===== src/logic/front_end_pkg.sv =====
package front_end_pkg;

    localparam int xlen = 32;
    localparam int reg_addr_w = 5;

    localparam logic [xlen-1:0] reset_pc = 32'h0000_0000;
    localparam logic [xlen-1:0] nop_instr = 32'h0000_0013; // addi x0, x0, 0.

    // Link registers used for return-stack hints.
    localparam logic [reg_addr_w-1:0] link_ra = 5'd1;
    localparam logic [reg_addr_w-1:0] link_t0 = 5'd5;

    localparam logic [6:0] opcode_lui = 7'b0110111;
    localparam logic [6:0] opcode_auipc = 7'b0010111;
    localparam logic [6:0] opcode_jal = 7'b1101111;
    localparam logic [6:0] opcode_jalr = 7'b1100111;
    localparam logic [6:0] opcode_branch = 7'b1100011;
    localparam logic [6:0] opcode_load = 7'b0000011;
    localparam logic [6:0] opcode_store = 7'b0100011;
    localparam logic [6:0] opcode_op_imm = 7'b0010011;
    localparam logic [6:0] opcode_op = 7'b0110011;
    localparam logic [6:0] opcode_fence = 7'b0001111;
    localparam logic [6:0] opcode_system = 7'b1110011;

    localparam logic [xlen-1:0] instr_ecall = 32'h0000_0073;
    localparam logic [xlen-1:0] instr_ebreak = 32'h0010_0073;

    typedef enum logic [3:0] {
        op_none,
        op_alu,
        op_alu_imm,
        op_lui,
        op_auipc,
        op_jal,
        op_jalr,
        op_branch,
        op_load,
        op_store,
        op_fence,
        op_system
    } op_class_t;

    typedef enum logic [3:0] {
        alu_add,
        alu_sub,
        alu_sll,
        alu_slt,
        alu_sltu,
        alu_xor,
        alu_srl,
        alu_sra,
        alu_or,
        alu_and
    } alu_op_t;

    // Machine cause codes.
    typedef enum logic [3:0] {
        cause_illegal = 4'd2,
        cause_breakpoint = 4'd3,
        cause_ecall_m = 4'd11
    } cause_t;

    typedef struct packed {
        logic valid;
        op_class_t op_class;
        alu_op_t alu_op;
        logic wren;
        logic rden1;
        logic rden2;
        logic [reg_addr_w-1:0] waddr;
        logic [reg_addr_w-1:0] raddr1;
        logic [reg_addr_w-1:0] raddr2;
        logic [xlen-1:0] imm;
        logic ecall;
        logic ebreak;
    } decoder_out_t;

    typedef struct packed {
        logic valid; // Real instruction.
        logic [xlen-1:0] pc;
        logic [xlen-1:0] npc;
        logic [xlen-1:0] instr;
        op_class_t op_class;
        alu_op_t alu_op;
        logic wren;
        logic rden1;
        logic rden2;
        logic [reg_addr_w-1:0] waddr;
        logic [reg_addr_w-1:0] raddr1;
        logic [reg_addr_w-1:0] raddr2;
        logic [xlen-1:0] imm;
        logic return_push;
        logic return_pop;
        logic jump_uncond;
        logic jump_rest;
        logic exception;
        cause_t ecause;
        logic stall;
    } decode_out_t;

    localparam decode_out_t init_decode_out = '{
        valid: 1'b0,
        pc: reset_pc,
        npc: reset_pc,
        instr: nop_instr,
        op_class: op_none,
        alu_op: alu_add,
        wren: 1'b0,
        rden1: 1'b0,
        rden2: 1'b0,
        waddr: '0,
        raddr1: '0,
        raddr2: '0,
        imm: '0,
        return_push: 1'b0,
        return_pop: 1'b0,
        jump_uncond: 1'b0,
        jump_rest: 1'b0,
        exception: 1'b0,
        ecause: cause_illegal,
        stall: 1'b0
    };

    typedef struct packed {
        logic load; // Instruction in execute is a load.
        logic [reg_addr_w-1:0] waddr;
    } exec_info_t;

    typedef struct packed {
        logic clear;
        logic [xlen-1:0] target;
    } redirect_t;

endpackage


===== src/logic/instr_decoder.sv =====
module instr_decoder (
    input  logic [front_end_pkg::xlen-1:0] instr,
    output front_end_pkg::decoder_out_t dec
);

    logic [6:0] opcode;
    logic [2:0] funct3;
    logic [6:0] funct7;
    logic [front_end_pkg::xlen-1:0] imm_i;
    logic [front_end_pkg::xlen-1:0] imm_s;
    logic [front_end_pkg::xlen-1:0] imm_b;
    logic [front_end_pkg::xlen-1:0] imm_u;
    logic [front_end_pkg::xlen-1:0] imm_j;

    assign opcode = instr[6:0];
    assign funct3 = instr[14:12];
    assign funct7 = instr[31:25];

    assign imm_i = {{20{instr[31]}}, instr[31:20]};
    assign imm_s = {{20{instr[31]}}, instr[31:25], instr[11:7]};
    assign imm_b = {{19{instr[31]}}, instr[31], instr[7], instr[30:25], instr[11:8], 1'b0};
    assign imm_u = {instr[31:12], 12'b0};
    assign imm_j = {{11{instr[31]}}, instr[31], instr[19:12], instr[20], instr[30:21], 1'b0};

    // Alt selects sub or sra.
    function automatic front_end_pkg::alu_op_t alu_sel(input logic [2:0] f3, input logic alt);
        case (f3)
            3'b000: alu_sel = alt ? front_end_pkg::alu_sub : front_end_pkg::alu_add;
            3'b001: alu_sel = front_end_pkg::alu_sll;
            3'b010: alu_sel = front_end_pkg::alu_slt;
            3'b011: alu_sel = front_end_pkg::alu_sltu;
            3'b100: alu_sel = front_end_pkg::alu_xor;
            3'b101: alu_sel = alt ? front_end_pkg::alu_sra : front_end_pkg::alu_srl;
            3'b110: alu_sel = front_end_pkg::alu_or;
            default: alu_sel = front_end_pkg::alu_and;
        endcase
    endfunction

    always_comb begin
        dec.valid = 1'b0;
        dec.op_class = front_end_pkg::op_none;
        dec.alu_op = front_end_pkg::alu_add;
        dec.wren = 1'b0;
        dec.rden1 = 1'b0;
        dec.rden2 = 1'b0;
        dec.waddr = instr[11:7];
        dec.raddr1 = instr[19:15];
        dec.raddr2 = instr[24:20];
        dec.imm = '0;
        dec.ecall = 1'b0;
        dec.ebreak = 1'b0;

        if (instr[1:0] == 2'b11) begin // Compressed words stay illegal.
            case (opcode)
                front_end_pkg::opcode_lui: begin
                    dec.valid = 1'b1;
                    dec.op_class = front_end_pkg::op_lui;
                    dec.wren = 1'b1;
                    dec.imm = imm_u;
                end
                front_end_pkg::opcode_auipc: begin
                    dec.valid = 1'b1;
                    dec.op_class = front_end_pkg::op_auipc;
                    dec.wren = 1'b1;
                    dec.imm = imm_u;
                end
                front_end_pkg::opcode_jal: begin
                    dec.valid = 1'b1;
                    dec.op_class = front_end_pkg::op_jal;
                    dec.wren = 1'b1;
                    dec.imm = imm_j;
                end
                front_end_pkg::opcode_jalr: begin
                    dec.valid = (funct3 == 3'b000);
                    dec.op_class = front_end_pkg::op_jalr;
                    dec.wren = 1'b1;
                    dec.rden1 = 1'b1;
                    dec.imm = imm_i;
                end
                front_end_pkg::opcode_branch: begin
                    dec.valid = (funct3 != 3'b010) && (funct3 != 3'b011);
                    dec.op_class = front_end_pkg::op_branch;
                    dec.rden1 = 1'b1;
                    dec.rden2 = 1'b1;
                    dec.imm = imm_b;
                    // Compare through the ALU.
                    if (funct3[2] == 1'b0) begin
                        dec.alu_op = front_end_pkg::alu_sub;
                    end else if (funct3[1] == 1'b0) begin
                        dec.alu_op = front_end_pkg::alu_slt;
                    end else begin
                        dec.alu_op = front_end_pkg::alu_sltu;
                    end
                end
                front_end_pkg::opcode_load: begin
                    dec.valid = (funct3 != 3'b011) && (funct3 != 3'b110) && (funct3 != 3'b111);
                    dec.op_class = front_end_pkg::op_load;
                    dec.wren = 1'b1;
                    dec.rden1 = 1'b1;
                    dec.imm = imm_i;
                end
                front_end_pkg::opcode_store: begin
                    dec.valid = (funct3[2] == 1'b0) && (funct3 != 3'b011);
                    dec.op_class = front_end_pkg::op_store;
                    dec.rden1 = 1'b1;
                    dec.rden2 = 1'b1;
                    dec.imm = imm_s;
                end
                front_end_pkg::opcode_op_imm: begin
                    dec.op_class = front_end_pkg::op_alu_imm;
                    dec.wren = 1'b1;
                    dec.rden1 = 1'b1;
                    dec.imm = imm_i;
                    dec.alu_op = alu_sel(funct3, (funct3 == 3'b101) && instr[30]);
                    if (funct3 == 3'b001) begin
                        dec.valid = (funct7 == 7'b0000000);
                    end else if (funct3 == 3'b101) begin
                        dec.valid = (funct7 == 7'b0000000) || (funct7 == 7'b0100000);
                    end else begin
                        dec.valid = 1'b1;
                    end
                end
                front_end_pkg::opcode_op: begin
                    dec.op_class = front_end_pkg::op_alu;
                    dec.wren = 1'b1;
                    dec.rden1 = 1'b1;
                    dec.rden2 = 1'b1;
                    dec.alu_op = alu_sel(funct3, instr[30]);
                    dec.valid = (funct7 == 7'b0000000) ||
                                ((funct7 == 7'b0100000) && (funct3 == 3'b000 || funct3 == 3'b101));
                end
                front_end_pkg::opcode_fence: begin
                    dec.valid = (funct3 == 3'b000);
                    dec.op_class = front_end_pkg::op_fence;
                end
                front_end_pkg::opcode_system: begin
                    dec.op_class = front_end_pkg::op_system;
                    dec.ecall = (instr == front_end_pkg::instr_ecall);
                    dec.ebreak = (instr == front_end_pkg::instr_ebreak);
                    dec.valid = dec.ecall || dec.ebreak; // No CSR access here.
                end
                default: begin
                    dec.valid = 1'b0;
                end
            endcase
        end
    end

endmodule


===== src/logic/fetch_stage.sv =====
module fetch_stage (
    input  logic clock,
    input  logic reset,
    input  front_end_pkg::redirect_t redirect,
    input  logic imem_ready,
    input  logic stall,
    output logic [front_end_pkg::xlen-1:0] imem_addr,
    output logic imem_req
);

    logic [front_end_pkg::xlen-1:0] pc;
    logic [front_end_pkg::xlen-1:0] pc_in;
    logic advance;

    // A word leaves fetch only when memory answers and decode takes it.
    assign advance = imem_ready && !stall;

    always_comb begin
        pc_in = pc;
        if (redirect.clear) begin
            pc_in = redirect.target; // Flush wins over everything.
        end else if (advance) begin
            pc_in = pc + 32'd4;
        end
    end

    always_ff @(posedge clock) begin
        if (reset == 1'b0) begin
            pc <= front_end_pkg::reset_pc;
            imem_req <= 1'b0;
        end else begin
            pc <= pc_in;
            imem_req <= 1'b1;
        end
    end

    assign imem_addr = pc;

endmodule


===== src/logic/decode_stage.sv =====
module decode_stage (
    input  logic clock,
    input  logic reset,
    input  logic imem_ready,
    input  logic [front_end_pkg::xlen-1:0] imem_rdata,
    input  logic [front_end_pkg::xlen-1:0] pc,
    input  front_end_pkg::redirect_t redirect,
    input  front_end_pkg::exec_info_t exec,
    output logic [front_end_pkg::xlen-1:0] dec_instr,
    input  front_end_pkg::decoder_out_t dec,
    output logic stall,
    output front_end_pkg::decode_out_t decoded
);

    front_end_pkg::decode_out_t r;
    front_end_pkg::decode_out_t v;
    logic busy;
    logic busy_in;
    logic link_waddr;
    logic link_raddr1;
    logic load_use;

    always_comb begin
        v = r;
        busy_in = busy;
        v.pc = pc;

        // Word select. A pending flush drops the next answer.
        if (imem_ready) begin
            v.instr = imem_rdata;
            v.stall = 1'b0;
            if (busy) begin
                v.instr = front_end_pkg::nop_instr;
                v.stall = 1'b1;
                busy_in = 1'b0;
            end
        end else begin
            v.instr = front_end_pkg::nop_instr;
            v.stall = 1'b1;
            busy_in = busy || redirect.clear;
        end

        dec_instr = v.instr;

        v.valid = dec.valid && !dec.ebreak && !dec.ecall; // Traps are not real instructions.
        v.op_class = dec.op_class;
        v.alu_op = dec.alu_op;
        v.wren = dec.wren;
        v.rden1 = dec.rden1;
        v.rden2 = dec.rden2;
        v.waddr = dec.waddr;
        v.raddr1 = dec.raddr1;
        v.raddr2 = dec.raddr2;
        v.imm = dec.imm;
        v.npc = pc + 32'd4;

        link_waddr = (v.waddr == front_end_pkg::link_ra) || (v.waddr == front_end_pkg::link_t0);
        link_raddr1 = (v.raddr1 == front_end_pkg::link_ra) || (v.raddr1 == front_end_pkg::link_t0);

        v.return_push = 1'b0;
        v.return_pop = 1'b0;
        v.jump_uncond = 1'b0;
        v.jump_rest = 1'b0;

        if (v.op_class == front_end_pkg::op_jal) begin
            if (link_waddr) begin
                v.return_push = 1'b1; // Call.
            end else if (v.waddr == '0) begin
                v.jump_uncond = 1'b1;
            end else begin
                v.jump_rest = 1'b1;
            end
        end

        if (v.op_class == front_end_pkg::op_jalr) begin
            if (!link_waddr && link_raddr1) begin
                v.return_pop = 1'b1; // Return.
            end else if (link_waddr && !link_raddr1) begin
                v.return_push = 1'b1;
            end else if (link_waddr && link_raddr1) begin
                v.return_push = 1'b1;
                v.return_pop = (v.waddr != v.raddr1); // Coroutine swap.
            end else begin
                v.jump_rest = 1'b1;
            end
        end

        v.exception = 1'b0;
        v.ecause = front_end_pkg::cause_illegal;
        if (!dec.valid) begin
            v.exception = 1'b1;
        end else if (dec.ebreak) begin
            v.exception = 1'b1;
            v.ecause = front_end_pkg::cause_breakpoint;
        end else if (dec.ecall) begin
            v.exception = 1'b1;
            v.ecause = front_end_pkg::cause_ecall_m;
        end

        // Loaded value is not ready until the load leaves execute.
        load_use = exec.load &&
                   ((v.rden1 && v.raddr1 == exec.waddr) || (v.rden2 && v.raddr2 == exec.waddr));
        if (load_use) begin
            v.stall = 1'b1;
        end

        if (v.stall || redirect.clear) begin
            v.valid = 1'b0;
            v.op_class = front_end_pkg::op_none;
            v.wren = 1'b0;
            v.rden1 = 1'b0;
            v.rden2 = 1'b0;
            v.return_push = 1'b0;
            v.return_pop = 1'b0;
            v.jump_uncond = 1'b0;
            v.jump_rest = 1'b0;
            v.exception = 1'b0;
        end

        if (redirect.clear) begin
            v.stall = 1'b0; // Let fetch load the target.
        end

        stall = v.stall;
    end

    always_ff @(posedge clock) begin
        if (reset == 1'b0) begin
            r <= front_end_pkg::init_decode_out;
            busy <= 1'b0;
        end else begin
            r <= v;
            busy <= busy_in;
        end
    end

    assign decoded = r;

endmodule


===== src/logic/front_end.sv =====
module front_end (
    input  logic clock,
    input  logic reset,
    input  logic imem_ready,
    input  logic [front_end_pkg::xlen-1:0] imem_rdata,
    input  front_end_pkg::redirect_t redirect,
    input  front_end_pkg::exec_info_t exec,
    output logic [front_end_pkg::xlen-1:0] imem_addr,
    output logic imem_req,
    output front_end_pkg::decode_out_t decoded
);

    logic stall;
    logic [front_end_pkg::xlen-1:0] dec_instr;
    front_end_pkg::decoder_out_t dec;

    fetch_stage fetch0 (
        .clock(clock),
        .reset(reset),
        .redirect(redirect),
        .imem_ready(imem_ready),
        .stall(stall),
        .imem_addr(imem_addr),
        .imem_req(imem_req)
    );

    instr_decoder decoder0 (
        .instr(dec_instr),
        .dec(dec)
    );

    // Decode sees the address of the word memory is answering.
    decode_stage decode0 (
        .clock(clock),
        .reset(reset),
        .imem_ready(imem_ready),
        .imem_rdata(imem_rdata),
        .pc(imem_addr),
        .redirect(redirect),
        .exec(exec),
        .dec_instr(dec_instr),
        .dec(dec),
        .stall(stall),
        .decoded(decoded)
    );

endmodule


===== config.mk =====
export PLATFORM = sky130hd
export DESIGN_NAME = front_end
export DESIGN_NICKNAME = d
export VERILOG_FILES = /design/src/logic/front_end_pkg.sv /design/src/logic/instr_decoder.sv /design/src/logic/fetch_stage.sv /design/src/logic/decode_stage.sv /design/src/logic/front_end.sv
export SDC_FILE = /design/constraint.sdc
export NUM_CORES = 1
export LEC_CHECK = 0
export ABC_CLOCK_PERIOD_IN_PS = 2800
export BUFFER_PORTS_ARGS = -buffer_cell sky130_fd_sc_hd__buf_2
export CAP_MARGIN = 20
export CORE_MARGIN = 1.5
export CORE_UTILIZATION = 35
export DETAILED_ROUTE_END_ITERATION = 8
export SYNTH_ARGS = -nofsm -noshare
export SYNTH_HDL_FRONTEND = slang
export SYNTH_SLANG_ARGS = --single-unit

===== constraint.sdc =====
create_clock -name clock -period 2.8 [get_ports clock]
set_input_delay 0.14 -clock clock [delete_from_list [all_inputs] [get_ports clock]]
set_output_delay 0.14 -clock clock [all_outputs]
set_load 0.02 [all_outputs]

After elaboration in Yosys (flattened, before gate mapping):

Index checks and enable logic that the tools add are counted.

* add/subtract/negate cells: 1
* equality and inequality tests: 34
* muxes and demuxes: 48
* bitwise gates (word level): 6
* reduce and logical (&&, ||, !) cells: 48

Operators with widths (number)
* case mux 32 bit (5 select lines): 1
* two-way mux 32 bit: 4
* case mux 4 bit (7 select lines): 2
* case mux 4 bit (11 select lines): 1
* adder 32 x 3 -> 32 bit, second input constant: 1
* == test 32 x 21 -> 1 bit, second input constant: 1
* == test 32 x 7 -> 1 bit, second input constant: 1
* two-way mux 1 bit: 29
* == test 7 x 6 -> 1 bit, second input constant: 4
* == test 7 bit, second input constant: 4
* OR reduction 3 bit: 6
* logical AND 1 bit: 15
* == test 7 x 5 -> 1 bit, second input constant: 2
* two-way mux 12 bit: 1
* case mux 4 bit (3 select lines): 1
* == test 5 x 1 -> 1 bit, second input constant: 2
* == test 5 x 3 -> 1 bit, second input constant: 2
* == test 5 bit: 2
* two-way mux 5 bit: 2
* == test 3 bit, second input constant: 3
* logical OR 1 bit: 9
* == test 4 x 3 -> 1 bit, second input constant: 2
* two-way mux 2 bit: 4
* case mux 1 bit (8 select lines): 1
* other kinds (20): 37

* flip-flop bits (word level): 199
* bits of input ports: 74
* output and inout port bits: 198

Longest topological paths before layout:

* depth after elaboration: 17
* mapped depth: 8
* depth with buffers taken out: 7

Cells and area by module:

A second synthesis with hierarchy kept.

* cell total of the unflattened synthesis: 944
* area total of the unflattened synthesis: 8603.3 µm²

By module, submodules not included
* decode_stage: times used 1, cells each 554, area each 5679.2 µm²
* fetch_stage: times used 1, cells each 227, area each 1891.8 µm²
* instr_decoder: times used 1, cells each 163, area each 1032.2 µm²

Least setup slack after synthesis:

No wires, ideal clock.

* path kind: register -> register
* start: reg fetch0.pc, in the netlist fetch0.imem_addr[2]
* end: reg fetch0.pc, in the netlist fetch0.imem_addr[28]
* library setup time: 0.122 ns
* arrival time: 1.979 ns
* required time: 2.678 ns
* setup slack: 0.699 ns
* stages on the path, launching flop included: 8
* buffers on the path: 0
* clock period less this slack: 2.101 ns
* cell sequence: dfxtp_1 ha_1 nand4_1 nor3_1 nand2_1 a211oi_1 a21boi_0 o311a_1

* longest elaborated chain between the ends: 3

Ends and longest elaborated chain
* from (decl): RTL line fetch_stage.sv:11 `logic [front_end_pkg::xlen-1:0] pc;`
* from (signal assigned): RTL line fetch_stage.sv:29 `pc <= front_end_pkg::reset_pc;`
* from (signal assigned): RTL line fetch_stage.sv:32 `pc <= pc_in;`
* adder 32 x 3 -> 32 bit: RTL line fetch_stage.sv:23 `pc_in = pc + 32'd4;`
* two-way mux 32 bit: RTL line fetch_stage.sv:22 `end else if (advance) begin`
* two-way mux 32 bit: RTL line fetch_stage.sv:20 `if (redirect.clear) begin`

No other way between the ends. The select of a mux whose other input is x is not followed.
A chain may end at the register's enable or synchronous reset.

Worst setup path after layout:

* start: in imem_ready
* end: reg fetch0.pc, in the netlist fetch0.imem_addr[23]

* longest elaborated chain between the ends: 13

Ends and longest elaborated chain
* from (decl): RTL line front_end.sv:4 `input logic imem_ready,`
* two-way mux 32 bit: RTL line decode_stage.sv:29 `if (imem_ready) begin`
* == test 7 bit, or another cell as far along: RTL line instr_decoder.sv:54 `case (opcode)`
* OR reduction 6 bit (no line) / OR reduction 3 bit (equally long branches)
* two-way mux 1 bit: RTL line instr_decoder.sv:54
* two-way mux 12 bit: RTL line instr_decoder.sv:53 `if (instr[1:0] == 2'b11) begin`
* logical AND 1 bit: RTL line decode_stage.sv:102 `((v.rden1 && v.raddr1 == exec.waddr) || (v.rden2 && v.raddr2 == exec.waddr));`
* logical OR 1 bit: RTL line decode_stage.sv:102
* logical AND 1 bit: RTL line decode_stage.sv:101 `load_use = exec.load &&`
* two-way mux 1 bit: RTL line decode_stage.sv:103 `if (load_use) begin`
* two-way mux 1 bit: RTL line decode_stage.sv:120 `if (redirect.clear) begin`
* logical NOT 1 bit: RTL line fetch_stage.sv:16 `assign advance = imem_ready && !stall;`
* logical AND 1 bit *: RTL line fetch_stage.sv:16
* nonzero test 2 bit (no line) *

Every way passes the cells marked *; elsewhere a longest branch is shown, timed or not.

==> results.md <==
* Syn Area/Cell at between 9 and 10 um^2
* Worst r2r src: fetch0.imem_addr[4]
* Setup crit start kind: input pin
* Area post-placement at 0.008663 mm^2
* Post-route core utilization at 0.4550
* Sequential share of power at 0.463
* Die X at 148.6 um
* Mapped Area at 0.007417 mm^2
* Vias in the first global route at 5,845
* Via count at 6,483
* Register area at roughly 0.0036 mm^2
* H-tree depth at 4
* Initial antenna violation count at 2
* Critical path arrival at 2.71 ns
* TritonCTS Sinks at 180
* WS Path Type: input pin to register
* Setup violators final at 0
* Worst skew pair latency at ~0.43 ns
* Max Fclk at approximately 0.42 GHz
* Critical path data required time at 3.12 ns
* Cells after synthesis at 804
* Mapped Nets at 879
* Clk network pwr share at 0.411
* Worst hold path cell count at 3
* GP Congestion at around 0.85
* Design area at 0.009504 mm^2
* EDFF count, synth at 0
* VDD IR-drop max at between 0.3 and 0.4 mV
* Iter 0 DRT Violations at 469
* IO Pins at roughly 270
* Rel. slew slack at 0.5500
* Type of the tightest min-delay check: input pin to register
* Worst-Margin Slew at 0.6705 ns
* Fin crit share at 0.8521
* CTS Buffer Depth at 2
* CTS tree: built
* Synth Register Bits at 180
* Hold_ws at 0.01282 ns
* Placed cells at 1,269
* CP endpoint: fetch0.imem_addr[23]
* Die area at approximately 0.022 mm^2
* Critical Path Source: imem_ready
* Port buffer count at 269
* Clk root buf: clkbuf_16
* Worst Setup End Kind: register
* Async S/R FF share, synth at 0
* RSZ-0062 raised after global routing: false
* Die H at 148.6 um
* Synth-to-layout area growth at 28.14%
* Cell Int Power at 4.249 mW
* Drt drc at 0
* Worst R2R End: fetch0.imem_addr[23]
* Share of cells above drive strength 1 at 0.3162
* Filler cell count at 2,084
* WL/cell at 16.47 um
* Worst slack, placed at 0.4941 ns
* Post-route insts no fill at 1,326
* Top FF cell, synth: dfxtp_1
* Pre-antenna DRT Iters at 7
* GRT Total Usage at 0.1934
* Maximum fanout along the worst path at 35
* Comb pwr share at 0.126
* Row cnt at 53
* Grt total ovfl at 0
* Total power at 5.936 mW
* Post-synthesis cell type count at 63
* Clock skew at 0.008551 ns
* Post-CTS Resized at 0
* Core area at 0.02089 mm^2
* Detailed-placement wirelength estimate at 15,630 um
* Vias per cell at 4.889
* YS warnings at 0
* Fin. Hold Viols at 0
* TritonCTS Buffers at 17
* Crit path time final at 2.386 ns
* NetSw at around 1.7 mW
* Final worst setup slack at slightly above 0.4 ns
* Post-synthesis sequential area ratio at 0.4858
* Sum Neg Setup Slack at 0 ns
* Max-cap violations at 0
* Slew Limit Fails at 0
* Status: completed
* Power Dens Cells at 624.5 mW/mm^2
* Pleak at 4.493 nW
* Initial Utilization at 0.3551
* FF-to-FF setup slack at 0.45 ns
* Nets at between 1,000 and 1,500
* Clock-pin slew on the worst setup and hold paths at 0.07 ns
* Sw Share at 0.2842
* First-pass GRT wire length at 33,150 um
* Final wirelength at 21,840 um
* Final ANT Viol Nets at 0
* R2r worst-path depth at 6
* Multi-input gate area at 0.003206 mm^2
* Largest net degree at the start of global routing at 53
cell families after synthesis:
| group | Yosys count | synth area share |
|---|---|---|
| AND/OR/NAND/NOR | 308 | 0.2331 |
| flip-flops | 180 | 0.4858 |
| AO/OA/AOI/OAI | 162 | 0.1414 |
| buffers and inverters | 105 | 0.08232 |
| XOR/XNOR | 44 | 0.05196 |
| other | 2 | 0.001013 |
| multiplexers | 2 | 0.002699 |
| adder cells (fa/ha/maj) | 1 | 0.001687 |
registers in the layout, indices dropped and copies added (netlist names):
register and cells:
fetch0.imem_addr 32, decode0.decoded 146, fetch0.imem_req 1, decode0.busy 1
worst min-delay path by stage:
stage                         from                    to  slack, ns
global route          redirect[11]  fetch0.imem_addr[11]       0.01
detailed placement  imem_rdata[26]   decode0.decoded[36]       0.38
floorplan                    reset       fetch0.imem_req       0.17
finish                 redirect[7]   fetch0.imem_addr[7]       0.01
CTS                   redirect[12]  fetch0.imem_addr[12]      0.002
global placement    imem_rdata[29]   decode0.decoded[39]       0.38
layer usage:
metal  global-route usage  part of all wire  vias up
met5                    0           0.00046        -
met4              0.06832             0.021        2
met3              0.04202             0.058       38
met2               0.2958              0.45      256
met1               0.2682              0.46     2991
li1                     -                 -     3196
final cells by class:
cell class / count / area share
Antenna cell: 1 / 0.0002633
Clock buffer: 18 / 0.04621
Clock inverter: 14 / 0.01672
Inverter: 9 / 0.003555
Multi-Input combinational cell: 519 / 0.3373
Sequential cell: 180 / 0.3791
Tap cell: 275 / 0.03620
Timing Repair Buffer: 310 / 0.1806
power groups by stage:
stage	Sequential (mW)	Combinational (mW)	Clock [mW]
finish	2.75	0.749	2.44
global route	2.76	0.811	2.58
CTS	2.75	0.751	2.49
detailed placement	2.81	0.722	0
global placement	2.80	0.721	0
floorplan	2.89	0.400	0
cells in the mapped netlist, drive strengths merged (3+ instances only):
master  instances  area share
inv             9      0.0046
and2           72       0.061
or3            13       0.011
a31oi          20       0.017
nand2b          8      0.0067
nand3b          4      0.0040
and3           33       0.028
nand3          18       0.012
or2             5      0.0042
nor3b           3      0.0030
clkbuf         35       0.018
xor2           12       0.014
nor2           46       0.023
dfxtp         180        0.49
xnor2          32       0.038
a22oi           5      0.0051
o21ai          54       0.036
a21oi          31       0.021
buf            61       0.060
a21boi          4      0.0040
nor3           15       0.010
nor4           10       0.010
a211oi         11       0.011
and4            6      0.0071
nand4           7      0.0059
nor2b          11      0.0093
nand2          46       0.023
o311a           4      0.0054
a21o           11       0.012
worst max-delay path, stage by stage:
cell	delay [ns]
dlygate4sd3_1	0.53
buf_2	0.18
nor2b_2	0.39
nand4_1	0.17
a32oi_2	0.47
a21o_4	0.40
nor3_1	0.09
o311a_1	0.33
what timing repair did:
item	in CTS	in global routing
setup buffers	0	0
hold buffers	24	0
endpoints found under the setup margin	0	0
hold endpoints to repair	36	0
placed cells by master (no fill, tap or decap), drive strengths merged, types with 20 or more instances in the layout:
cell type	Yosys	layout
and2	72	72
xnor2	32	32
o21ai	54	54
nor2	46	46
a21oi	31	31
dfxtp	180	180
buf	61	286
and3	33	33
dlygate4sd3	0	24
a31oi	20	20
nand2	46	46
Power figures use the tool's default switching activity.
